==> src/common/bnn_pkg.sv <==
package bnn_pkg;

  // ==========================================================================
  // Sizes
  // ==========================================================================
  localparam int IMG_BYTES   = 16;   // Image bytes per load frame
  localparam int IMG_BITS    = 128;  // Binary pixels
  localparam int CLASS_COUNT = 10;   // Digits 0..9
  localparam int SCORE_W     = 8;    // Holds 0..128
  localparam int CLASS_W     = 4;    // Class index width

  // Base pattern for every weight row
  localparam logic [31:0] W_SEED = 32'h9E3779B9;

  // Host command bytes
  typedef enum logic [7:0] {
    OP_LOAD  = 8'hA1,  // Image follows
    OP_RUN   = 8'hB2,  // Classify current buffer
    OP_CLEAR = 8'hC3   // Zero the buffer
  } opcode_t;

  typedef enum logic [2:0] {
    ST_IDLE,  // Waiting for chip select
    ST_CMD,   // Expecting opcode byte
    ST_LOAD,  // Streaming image bytes
    ST_RUN,   // Classifier busy after OP_RUN
    ST_WAIT,  // Classifier busy after a full load
    ST_SKIP   // Rest of frame ignored
  } ctrl_state_t;

  // Weight row of class k: seed rotated left by 3k, tiled four times
  function automatic logic [IMG_BITS-1:0] bnn_weight_row(input logic [CLASS_W-1:0] k);
    int          sh;
    logic [31:0] rot;
    sh  = (3 * int'(k)) % 32;
    rot = (W_SEED << sh) | (W_SEED >> (32 - sh));  // sh = 0 leaves seed as is
    return {4{rot}};                                // Row bit 0 = word bit 0
  endfunction

endpackage

==> src/bnn/bnn_classifier.sv <==
`timescale 1ns/100ps

module bnn_classifier import bnn_pkg::*; (
  input  logic                clk,
  input  logic                rst_n,
  input  logic                bnn_start,
  input  logic [IMG_BITS-1:0] img_in,
  output logic [CLASS_W-1:0]  result_out,
  output logic                result_ready
);

  logic                busy;
  logic [CLASS_W-1:0]  cls_idx;      // Class scored this cycle
  logic [CLASS_W-1:0]  best_idx;
  logic [SCORE_W-1:0]  best_score;
  logic [SCORE_W-1:0]  score;
  logic [IMG_BITS-1:0] img_reg;      // Snapshot taken at start
  logic [IMG_BITS-1:0] match_vec;
  logic                better;
  logic                last_cls;

  // ==========================================================================
  // XNOR popcount for the current class
  // ==========================================================================
  assign match_vec = ~(img_reg ^ bnn_weight_row(cls_idx));

  always_comb begin
    score = '0;
    for (int i = 0; i < IMG_BITS; i++) score = score + SCORE_W'(match_vec[i]);
  end

  assign better   = (score > best_score);   // Strict, so ties keep lower index
  assign last_cls = (cls_idx == CLASS_W'(CLASS_COUNT - 1));

  always_ff @(posedge clk) begin
    if (bnn_start && !busy) img_reg <= img_in;
  end

  // ==========================================================================
  // Sweep and argmax
  // ==========================================================================
  always_ff @(posedge clk or negedge rst_n) begin
    if (!rst_n) begin
      busy         <= 1'b0;
      cls_idx      <= '0;
      best_idx     <= '0;
      best_score   <= '0;
      result_out   <= '0;
      result_ready <= 1'b0;
    end else begin
      result_ready <= 1'b0;                 // One-cycle pulse
      if (!busy) begin
        if (bnn_start) begin
          busy       <= 1'b1;
          cls_idx    <= '0;
          best_idx   <= '0;
          best_score <= '0;
        end
      end else begin
        if (better) begin
          best_score <= score;
          best_idx   <= cls_idx;
        end
        if (last_cls) begin
          busy         <= 1'b0;
          result_ready <= 1'b1;
          result_out   <= better ? cls_idx : best_idx;  // Include final class
        end else begin
          cls_idx <= cls_idx + 1'b1;
        end
      end
    end
  end

endmodule

==> src/controller_fsm.sv <==
`timescale 1ns/100ps

module controller_fsm import bnn_pkg::*; (
  input  logic       clk,
  input  logic       rst_n,
  input  logic       cs_active,
  input  logic       spi_byte_valid,
  input  logic [7:0] spi_rx_data,
  input  logic       buffer_full,
  input  logic       result_ready,
  output logic       rx_enable,
  output logic       byte_taken,
  output logic       buffer_write_enable,
  output logic       clear_buffer,
  output logic       load_start,
  output logic       bnn_start,
  output logic       send_image,
  output logic       status_ready
);

  ctrl_state_t state, state_nx;
  opcode_t     op;

  assign op = opcode_t'(spi_rx_data);  // Unknown values fall to default

  always_ff @(posedge clk or negedge rst_n) begin
    if (!rst_n) state <= ST_IDLE;
    else        state <= state_nx;
  end

  // ==========================================================================
  // Next state and strobes
  // ==========================================================================
  always_comb begin
    state_nx            = state;
    rx_enable           = 1'b0;
    byte_taken          = 1'b0;
    buffer_write_enable = 1'b0;
    clear_buffer        = 1'b0;
    load_start          = 1'b0;
    bnn_start           = 1'b0;
    send_image          = 1'b0;
    status_ready        = 1'b0;
    case (state)
      ST_IDLE: begin
        status_ready = 1'b1;
        if (cs_active) state_nx = ST_CMD;  // New frame
      end
      ST_CMD: begin
        rx_enable = 1'b1;
        if (!cs_active) begin
          state_nx = ST_IDLE;
        end else if (spi_byte_valid) begin
          byte_taken = 1'b1;
          case (op)
            OP_LOAD: begin
              load_start = 1'b1;  // Counter back to 0
              send_image = 1'b1;
              state_nx   = ST_LOAD;
            end
            OP_CLEAR: begin
              clear_buffer = 1'b1;
              state_nx     = ST_SKIP;
            end
            OP_RUN: begin
              bnn_start = 1'b1;
              state_nx  = ST_RUN;
            end
            default: state_nx = ST_SKIP;  // Ignored opcode
          endcase
        end
      end
      ST_LOAD: begin
        rx_enable  = 1'b1;
        send_image = ~buffer_full;
        if (buffer_full) begin           // Last byte landed last cycle
          bnn_start = 1'b1;
          state_nx  = ST_WAIT;
        end else if (!cs_active) begin
          state_nx = ST_IDLE;            // Aborted load, partial image kept
        end else if (spi_byte_valid) begin
          byte_taken          = 1'b1;
          buffer_write_enable = 1'b1;
        end
      end
      ST_RUN, ST_WAIT: begin
        // Chip select ignored until the result is out
        if (result_ready) state_nx = cs_active ? ST_SKIP : ST_IDLE;
      end
      ST_SKIP: begin
        status_ready = 1'b1;
        if (!cs_active) state_nx = ST_IDLE;
      end
      default: state_nx = ST_IDLE;
    endcase
  end

endmodule

==> src/image_buffer.sv <==
`timescale 1ns/100ps

module image_buffer import bnn_pkg::*; (
  input  logic                clk,
  input  logic                rst_n,
  input  logic                clear_buffer,
  input  logic                buffer_write_enable,
  input  logic [3:0]          write_addr,
  input  logic [7:0]          data_in,
  output logic [IMG_BITS-1:0] img_flat
);

  logic [7:0] img_mem [IMG_BYTES];

  always_ff @(posedge clk or negedge rst_n) begin
    if (!rst_n) begin
      for (int i = 0; i < IMG_BYTES; i++) img_mem[i] <= 8'h00;
    end else if (clear_buffer) begin
      for (int i = 0; i < IMG_BYTES; i++) img_mem[i] <= 8'h00;  // Single cycle wipe
    end else if (buffer_write_enable) begin
      img_mem[write_addr] <= data_in;
    end
  end

  // Byte i -> pixels 8i..8i+7, LSB first
  always_comb begin
    for (int i = 0; i < IMG_BYTES; i++) img_flat[8*i +: 8] = img_mem[i];
  end

endmodule

==> src/pixel_counter.sv <==
`timescale 1ns/100ps

module pixel_counter import bnn_pkg::*; (
  input  logic       clk,
  input  logic       rst_n,
  input  logic       load_start,
  input  logic       clear_buffer,
  input  logic       buffer_write_enable,
  output logic [3:0] write_addr,
  output logic       buffer_full
);

  // One extra bit so IMG_BYTES itself fits
  logic [$clog2(IMG_BYTES):0] byte_cnt;

  always_ff @(posedge clk or negedge rst_n) begin
    if (!rst_n) begin
      byte_cnt <= '0;
    end else if (load_start || clear_buffer) begin
      byte_cnt <= '0;                     // New load or wiped buffer
    end else if (buffer_write_enable && !buffer_full) begin
      byte_cnt <= byte_cnt + 1'b1;        // Saturates at IMG_BYTES
    end
  end

  assign buffer_full = (byte_cnt == IMG_BYTES);
  assign write_addr  = byte_cnt[3:0];     // Next slot to fill

endmodule

==> src/result_display.sv <==
`timescale 1ns/100ps

module result_display import bnn_pkg::*; (
  input  logic               clk,
  input  logic               rst_n,
  input  logic               result_ready,
  input  logic [CLASS_W-1:0] result_out,
  output logic [6:0]         seg
);

  logic [CLASS_W-1:0] shown_digit;

  always_ff @(posedge clk or negedge rst_n) begin
    if (!rst_n)            shown_digit <= '0;          // Shows 0 after reset
    else if (result_ready) shown_digit <= result_out;
  end

  // Active low, bit 6 = g ... bit 0 = a
  always_comb begin
    case (shown_digit)
      4'd0:    seg = 7'b1000000;
      4'd1:    seg = 7'b1111001;
      4'd2:    seg = 7'b0100100;
      4'd3:    seg = 7'b0110000;
      4'd4:    seg = 7'b0011001;
      4'd5:    seg = 7'b0010010;
      4'd6:    seg = 7'b0000010;
      4'd7:    seg = 7'b1111000;
      4'd8:    seg = 7'b0000000;
      4'd9:    seg = 7'b0010000;
      default: seg = 7'b1111111;  // Blank
    endcase
  end

endmodule

==> src/spi_peripheral.sv <==
`timescale 1ns/100ps

module spi_peripheral (
  input  logic       clk,
  input  logic       rst_n,
  input  logic       sclk,
  input  logic       copi,
  input  logic       spi_cs_n,
  input  logic       rx_enable,
  input  logic       byte_taken,
  output logic [7:0] spi_rx_data,
  output logic       spi_byte_valid,
  output logic       cs_active
);

  // ==========================================================================
  // Input synchronizers
  // ==========================================================================
  logic [1:0] sclk_sync, copi_sync, cs_sync;
  logic       sclk_d;       // Last synchronized SCLK
  logic       sclk_rise;
  logic [2:0] bit_cnt;      // Bit position in current byte
  logic [7:0] shift_reg;
  logic       byte_done;

  always_ff @(posedge clk or negedge rst_n) begin
    if (!rst_n) begin
      sclk_sync <= 2'b00;
      copi_sync <= 2'b00;
      cs_sync   <= 2'b11;   // Deselected out of reset
      sclk_d    <= 1'b0;
    end else begin
      sclk_sync <= {sclk_sync[0], sclk};
      copi_sync <= {copi_sync[0], copi};
      cs_sync   <= {cs_sync[0], spi_cs_n};
      sclk_d    <= sclk_sync[1];
    end
  end

  assign cs_active = ~cs_sync[1];
  assign sclk_rise = sclk_sync[1] & ~sclk_d;                 // Mode 0 sample edge
  assign byte_done = sclk_rise & cs_active & (bit_cnt == 3'd7);

  // Bit counter restarts with every chip select
  always_ff @(posedge clk or negedge rst_n) begin
    if (!rst_n)                      bit_cnt <= 3'd0;
    else if (!cs_active)             bit_cnt <= 3'd0;
    else if (sclk_rise)              bit_cnt <= bit_cnt + 3'd1;  // Wraps after 8
  end

  // Shift MSB first, hand off full byte
  always_ff @(posedge clk) begin
    if (sclk_rise && cs_active) shift_reg <= {shift_reg[6:0], copi_sync[1]};
    if (byte_done && rx_enable) spi_rx_data <= {shift_reg[6:0], copi_sync[1]};
  end

  // Valid held until consumer takes it
  always_ff @(posedge clk or negedge rst_n) begin
    if (!rst_n)                      spi_byte_valid <= 1'b0;
    else if (!cs_active)             spi_byte_valid <= 1'b0;  // Frame over
    else if (byte_done && rx_enable) spi_byte_valid <= 1'b1;
    else if (byte_taken)             spi_byte_valid <= 1'b0;
  end

endmodule

==> src/system_controller.sv <==
`timescale 1ns/100ps

module system_controller import bnn_pkg::*; (
  input  logic       clk,
  input  logic       rst_n,
  input  logic       sclk,
  input  logic       copi,
  input  logic       spi_cs_n,
  output logic [6:0] seg,
  output logic       result_ready,
  output logic       send_image,
  output logic       status_ready
);

  // ==========================================================================
  // Internal nets
  // ==========================================================================
  logic [7:0]          spi_rx_data;
  logic                spi_byte_valid, cs_active;
  logic                rx_enable, byte_taken;
  logic                buffer_write_enable, clear_buffer, load_start;
  logic                buffer_full;
  logic [3:0]          write_addr;
  logic [IMG_BITS-1:0] img_flat;
  logic                bnn_start;
  logic [CLASS_W-1:0]  result_out;

  spi_peripheral u_spi (
    .clk, .rst_n, .sclk, .copi, .spi_cs_n,
    .rx_enable, .byte_taken,
    .spi_rx_data, .spi_byte_valid, .cs_active
  );

  controller_fsm u_ctrl (
    .clk, .rst_n, .cs_active, .spi_byte_valid, .spi_rx_data,
    .buffer_full, .result_ready,
    .rx_enable, .byte_taken, .buffer_write_enable, .clear_buffer,
    .load_start, .bnn_start, .send_image, .status_ready
  );

  pixel_counter u_cnt (
    .clk, .rst_n, .load_start, .clear_buffer, .buffer_write_enable,
    .write_addr, .buffer_full
  );

  image_buffer u_img (
    .clk, .rst_n, .clear_buffer, .buffer_write_enable, .write_addr,
    .data_in (spi_rx_data),   // SPI byte straight into the array
    .img_flat
  );

  bnn_classifier u_bnn (
    .clk, .rst_n, .bnn_start,
    .img_in (img_flat),
    .result_out, .result_ready
  );

  result_display u_disp (
    .clk, .rst_n, .result_ready, .result_out, .seg
  );

endmodule
==> config.mk <==
export PLATFORM = sky130hd
export DESIGN_NAME = system_controller
export DESIGN_NICKNAME = d
export VERILOG_FILES = /design/src/common/bnn_pkg.sv /design/src/bnn/bnn_classifier.sv /design/src/controller_fsm.sv /design/src/image_buffer.sv /design/src/pixel_counter.sv /design/src/result_display.sv /design/src/spi_peripheral.sv /design/src/system_controller.sv
export SDC_FILE = /design/constraint.sdc
export NUM_CORES = 1
export LEC_CHECK = 0
export BUFFER_PORTS_ARGS = -buffer_cell sky130_fd_sc_hd__buf_2
export CAP_MARGIN = 20
export CORE_ASPECT_RATIO = 0.75
export CORE_MARGIN = 2
export CORE_UTILIZATION = 41
export CTS_BUF_LIST = sky130_fd_sc_hd__clkbuf_4 sky130_fd_sc_hd__clkbuf_8
export DETAILED_ROUTE_END_ITERATION = 12
export GPL_TIMING_DRIVEN = 0
export SETUP_SLACK_MARGIN = 0.4
export SYNTH_ARGS = -nofsm -noshare
export SYNTH_HDL_FRONTEND = slang
export SYNTH_SLANG_ARGS = --single-unit
export TNS_END_PERCENT = 1
==> constraint.sdc <==
create_clock -name clk -period 12.65 [get_ports clk]
set_input_delay 2.53 -clock clk [delete_from_list [all_inputs] [get_ports clk]]
set_output_delay 2.53 -clock clk [all_outputs]
set_load 0.02 [all_outputs]
Yosys cells after proc, flatten, opt, wreduce, memory -nomap -nowiden

Memory sizes are Yosys's and may differ from the RTL's.
Cells that the tools add are included.

Register bits: 316
Memory bits (read-only): 112
Memories kept: 1

Add/sub/neg operators: 131
Multipliers: 1
Order comparisons: 3
Equality and inequality tests: 16
Shifts and indexed selects: 2
Muxes and demuxes: 55
Bitwise logic cells: 11
Reduce and logical (&&, ||, !) cells: 22

Memory list:

| memory          | depth | bits a word | read ports | clocked after Yosys merged registers in | write ports | line                 | source |
|---|---|---|---|---|---|---|---|
| (no name shown) | 16    | 7           | 1          | 0                                       | 0           | result_display.sv:20 | `case (shown_digit)` |

Operator list:

| operator                                                              | count |
|---|---|
| 8-bit by 1-bit adder with 8-bit output                                | 126 |
| 128-bit 2-to-1 mux                                                    | 2 |
| 128-bit bitwise mux                                                   | 1 |
| 128-bit inverter                                                      | 1 |
| 128-bit XOR                                                           | 1 |
| 8-bit demux with 4-bit select                                         | 1 |
| 8-bit 2-to-1 mux                                                      | 4 |
| 32-bit OR                                                             | 1 |
| 32-bit by 32-bit left shift with 32-bit output (first input constant) | 1 |
| 32-bit by 32-bit >> shifter with 32-bit output (first input constant) | 1 |
| 3-bit 2-to-1 mux                                                      | 9 |
| 1-bit 2-to-1 mux                                                      | 26 |
| 8-bit == test (second input constant)                                 | 3 |
| 4-bit 2-to-1 mux                                                      | 5 |
| 3-bit one-hot mux with 5 select lines                                 | 1 |
| 5-bit 2-to-1 mux                                                      | 2 |
| 3-bit == test (second input constant)                                 | 3 |
| 8-bit greater-than comparator                                         | 1 |
| 2-bit nonzero test                                                    | 4 |
| 7-bit by 6-bit subtractor with 8-bit output (first input constant)    | 1 |
| 3-bit by 2-bit == test with 1-bit output (second input constant)      | 2 |
| 2-bit != test (second input constant)                                 | 3 |
| 1-bit one-hot mux with 2 select lines                                 | 3 |
| 3-bit one-hot mux with 2 select lines                                 | 1 |
| other kinds (25)                                                      | 38 |

Depth between registers and ports, before layout

Depth in word-level cells: 138
Depth in mapped cells: 46
Mapped depth without buffers: 43

Modules after synthesis

Synthesis repeated with hierarchy kept, for this count alone.

Cells, all modules: 1,640
Area total of the unflattened synthesis: 19,459.9 µm²

Modules (own cells, without submodules):

| module         | instances | cells an instance | area an instance (µm²) | sequential area each (µm²) |
|---|---|---|---|---|
| bnn_classifier | 1         | 1,005             | 11,796.3               | 4,394.2 |
| image_buffer   | 1         | 455               | 5,690.5                | 3,203.1 |
| spi_peripheral | 1         | 43                | 859.6                  | 728.2 |
| controller_fsm | 1         | 62                | 461.7                  | 75.1 |
| result_display | 1         | 42                | 339.1                  | 100.1 |
| pixel_counter  | 1         | 33                | 312.8                  | 125.1 |

Worst setup path after synthesis

OpenSTA, ideal clock, no wires.

Path kind: flip-flop to flip-flop
From: register u_bnn.cls_idx[2]
To: register u_bnn.best_idx[3]
Setup time: 0.134 ns
Arrival: 11.457 ns
Path slack: 1.059 ns
Cell stages (with the launch flop): 42
Path buffers: 3
Clock period less this slack: 11.591 ns
Cell sequence: dfrtp_1 > clkbuf_1 > inv_1 > fa_1 > ha_1 > nor2b_1 > buf_2 > xnor2_2 > nor2_1 > a21oi_1 > nor2b_1 > o32ai_4 > xnor2_1 > ha_1 > inv_1 > fa_1 > fa_1 > fa_1 > [... 6 more ...] > inv_1 > fa_1 > fa_1 > inv_1 > fa_1 > inv_1 > a21oi_1 > o21bai_1 > a21o_1 > a21o_1 > xor2_1 > ha_1 > and4_1 > o21ai_0 > a32oi_1 > clkbuf_1 > mux2i_1 > mux2i_1

Cells in the longest elaborated chain, start to end: 138

Ends and longest elaborated chain:

| item                                                  | line                 | source |
|---|---|---|
| start, declared                                       | bnn_classifier.sv:13 | `logic [CLASS_W-1:0] cls_idx;` |
| start signal, assigned                                | bnn_classifier.sv:69 | `cls_idx <= cls_idx + 1'b1;` |
| 2-bit by 4-bit multiplier with 5-bit output *         | bnn_pkg.sv:35        | `sh = (3 * int'(k)) % 32;` |
| 5-bit OR reduction (no source line)                   | n/a                  |  |
| 1-bit AND (no source line)                            | n/a                  |  |
| 7-bit by 6-bit subtractor with 8-bit output           | bnn_pkg.sv:36        | `rot = (W_SEED << sh) \| (W_SEED >> (32 - sh));` |
| 32-bit by 32-bit >> shifter with 32-bit output        | bnn_pkg.sv:36        |  |
| 32-bit OR *                                           | bnn_pkg.sv:36        |  |
| 128-bit XOR *                                         | bnn_classifier.sv:25 | `assign match_vec = ~(img_reg ^ bnn_weight_row(cls_idx));` |
| 128-bit inverter *                                    | bnn_classifier.sv:25 |  |
| 1-bit by 1-bit adder with 2-bit output                | bnn_classifier.sv:29 | `for (int i = 0; i < IMG_BITS; i++) score = score + SCORE_W'(match_vec[i]);` |
| 8-bit by 1-bit adder with 8-bit output (125 in a row) | bnn_classifier.sv:29 |  |
| 8-bit by 1-bit adder with 8-bit output *              | bnn_classifier.sv:29 |  |
| 8-bit greater-than comparator *                       | bnn_classifier.sv:32 | `assign better = (score > best_score);` |
| 4-bit 2-to-1 mux * (2 in a row)                       | n/a                  |  |
| end signal, assigned                                  | bnn_classifier.sv:62 | `best_idx <= cls_idx;` |
| end, declared                                         | bnn_classifier.sv:14 | `logic [CLASS_W-1:0] best_idx;` |

Every way passes the cells marked *; elsewhere a longest branch is shown, timed or not.
A chain may end at the register's enable or synchronous reset.

Worst setup path after layout

Same ends and word-level chain as after synthesis.

==> impl_metrics.ini <==
[outcome]
status = finished, final reports clean

[setup_path]
cp_num_buf_inv = 10
crit_slowest_cell = fa_2
rr_endpoint = u_bnn.best_idx[3]
cp.required_ps = 13100
critical_path_arrival_ps = 12320
cp.depth = 41
reg2reg_depth = 41
cp_max_fo = 10
crit_type = reg -> reg
crit_path_frequent_cell = fa_1
start_kind = flip-flop
critical-path-max-stage-delay_ps = 700
crit_family = adder cells
r2r_start = u_bnn.cls_idx[2]
worst_setup_path_end_kind = flip-flop
rrSetupSlack_ps = 770

[floorplanning]
rows = 67
start_util_pct = 41.4
die_area_um2 = 46800
core_area_um2 = 44600
fp.dieH_um = 188
die_w_um = 249
io_pins = 15

[hold_path]
hp-start = u_spi.sclk_sync[0]
hold_path.class = reg -> reg
min_path_cells = 0
hold_path_end = u_spi.sclk_sync[1]

[pwr]
p_per_area_nw_per_um2 = 98.8
sw_frac_of_total_pct = 22.2
clkPwrFrac_pct = 46.6
p_switching_mw = 0.472
power_frac_seq_pct = 50.5
intPower_mw = 1.66
combPwrFrac_pct = 2.9
worst_ir_drop_vdd_v = 0.0000861
leakage_nw = 8.80

[final_layout]
finalInstanceArea_um2 = 21600
final_cell_mix = dfrtp_1 (168), nor2_1 (146), edfxtp_1 (143)
diodes = 0
final_common_cell = dfrtp_1
nNetsFinal = 1867
syn_to_final_growth_pct = 16.6
register_area_um2 = 8630
multi_input_area_um2 = 9420
drive_above_1_share_pct = 17.9
fill_cells = 4050

[sta]
worstMarginPinSlew_ps = 1100
finalCritPeriodShare_pct = 93.9
setup_viol = 0
max_freq_mhz = 84.2
hold_viol = 0
slew_headroom_pct = 26.4
final_max_slew_viol_count = 0
whs_ps = 352
fin_skew_ps = 48.8
rsz0062_at_grt = no
tns_ps = 0
fin_crit_ps = 11880

[grt]
grt_pass1_vias = 12800
grt_max_degree = 111
track_usage_pct = 24.4
antenna_found_initial = 0
grt_overflow = 0
grt_pass1_wl_um = 84200

[placed_design]
routabilityCongestion = 0.943
dpl_cell_area_um2 = 19400
hpwl_um = 41800
port_buffers = 14

[clock_tree]
cts_tree = yes
clk_latency_ps = 630
clockRootBuffer = clkbuf_8
htreeDepth = 2
path_clk_slew_ps = 60
numClockSinks = 316
hold_buffers = 0
cts_buffer_depth = 3
cts-buffers-inserted = 53

[route]
drt_pass1_iterations = 5
vias = 12800
drtAntennaViolNets = 0
drt-initial-drc-count = 1319
viasPerCell = 5.53
route.detailed.drc = 0
wl_um = 56700
wl_per_cell_um = 24.5

[synthesis]
ys_seq_elements = 316
syn_avg_cell_area_um2 = 11.8
ys_types = 89
async_flop_share_pct = 54.7
synth_edf_count = 143
syn_area_um2 = 18500
syn_nets = 1742
synthCells = 1563
ys.warnings.count = 0
synth_seq_area_share_pct = 46.7
synth_ff_type = dfrtp_1

[flow_run]
drv_cap = 0
## metrics by stage
| stage | instances | utilization, % | setup WS [ps] | total power [mW] |
|---|---|---|---|---|
| detailed placement | 2168 | 43.5 | -954 | 1.16 |
| global route | 2318 | 48.3 | 367 | 2.20 |
| CTS | 2282 | 47.0 | 408 | 2.14 |
| floorplan | 1563 | - | 1060 | 1.13 |
| finish | 2318 | 48.3 | 774 | 2.13 |
| global placement | 2163 | 43.2 | -1000 | 1.15 |
## final cells by class
type,count,share of cell area (%)
sequential,316,40.0
clock inverter,11,0.609
clock buffer,88,4.84
buffer,77,2.00
timing repair buffer,69,2.92
multi-input combinational,1033,43.7
inverter,138,2.51
tap,586,3.40
## power groups by stage
stage	Combinational, mW	Clock, mW	Sequential (mW)
global route	0.0688	1.06	1.08
finish	0.0611	0.994	1.08
CTS	0.0617	1.01	1.08
global placement	0.0584	0	1.10
floorplan	0.0370	0	1.09
detailed placement	0.0615	0	1.10
## kinds of logic after synthesis
kind of cell / count (synthesis) / share of synthesized area (%)
AOI/OAI and AO/OA: 274 / 11.4
xor gates and xnor gates: 148 / 7.31
adders and majority gates: 174 / 16.5
buffers and inverters: 215 / 4.69
DFF: 316 / 46.7
muxes: 87 / 4.75
and+or+nand+nor: 349 / 8.68
## worst register-to-register path, delay by kind of cell, from the launching register on
| family | cells | cell delay [ps] |
|---|---|---|
| AO/OA/AOI/OAI | 8 | 1620 |
| XOR/XNOR | 2 | 370 |
| adder cells (fa/ha/maj) | 15 | 7130 |
| flip-flops | 1 | 420 |
| multiplexers | 2 | 330 |
| buffers and inverters | 10 | 1180 |
| AND/OR/NAND/NOR | 4 | 670 |
## Yosys cell counts (all sizes together), types with 11 or more instances
cell type  count  area share (%)
dfrtp        171              23
ha            58             3.9
a21oi         56             1.6
xnor2         66             3.3
and3          17            0.58
a22o          44             2.1
nand3         33             1.0
nand2b        12            0.42
nor2         148             3.0
xor2          81             3.9
clkbuf        52             1.1
nand2         89             1.8
o21ai         58             1.7
a211oi        11            0.54
fa           116              13
edfxtp       143              23
buf           25            0.83
inv          137             2.8
o22ai         14            0.74
a31oi         13            0.51
a32o          15            0.81
mux2i         82             4.4
## timing repair
| action | CTS | global route |
|---|---|---|
| resized for setup | 48 | 73 |
| pin swaps | 10 | 29 |
| endpoints found under the setup margin | 16 | 16 |
| setup buffers | 14 | 33 |
| cloned | 1 | 1 |
## routing by layer
metal	GRT usage [%]	vias up	part of all wire, %
li1	-	5658	-
met3	3.72	94	7.1
met1	36.4	6572	46
met2	37.4	488	44
met4	6.00	0	2.3
met5	0	-	0
## worst max path at each step
| stage | startpoint | end | slack [ps] |
|---|---|---|---|
| global placement | u_bnn.cls_idx[2] | u_bnn.best_idx[3] | -1000 |
| floorplan | u_bnn.cls_idx[2] | u_bnn.best_idx[3] | 1060 |
| global route | u_bnn.cls_idx[2] | u_bnn.best_idx[3] | 370 |
| finish | u_bnn.cls_idx[2] | u_bnn.best_idx[3] | 770 |
| detailed placement | u_bnn.cls_idx[2] | u_bnn.best_idx[3] | -950 |
| CTS | u_bnn.cls_idx[0] | u_bnn.best_idx[3] | 410 |
Power figures use the tool's default switching activity.
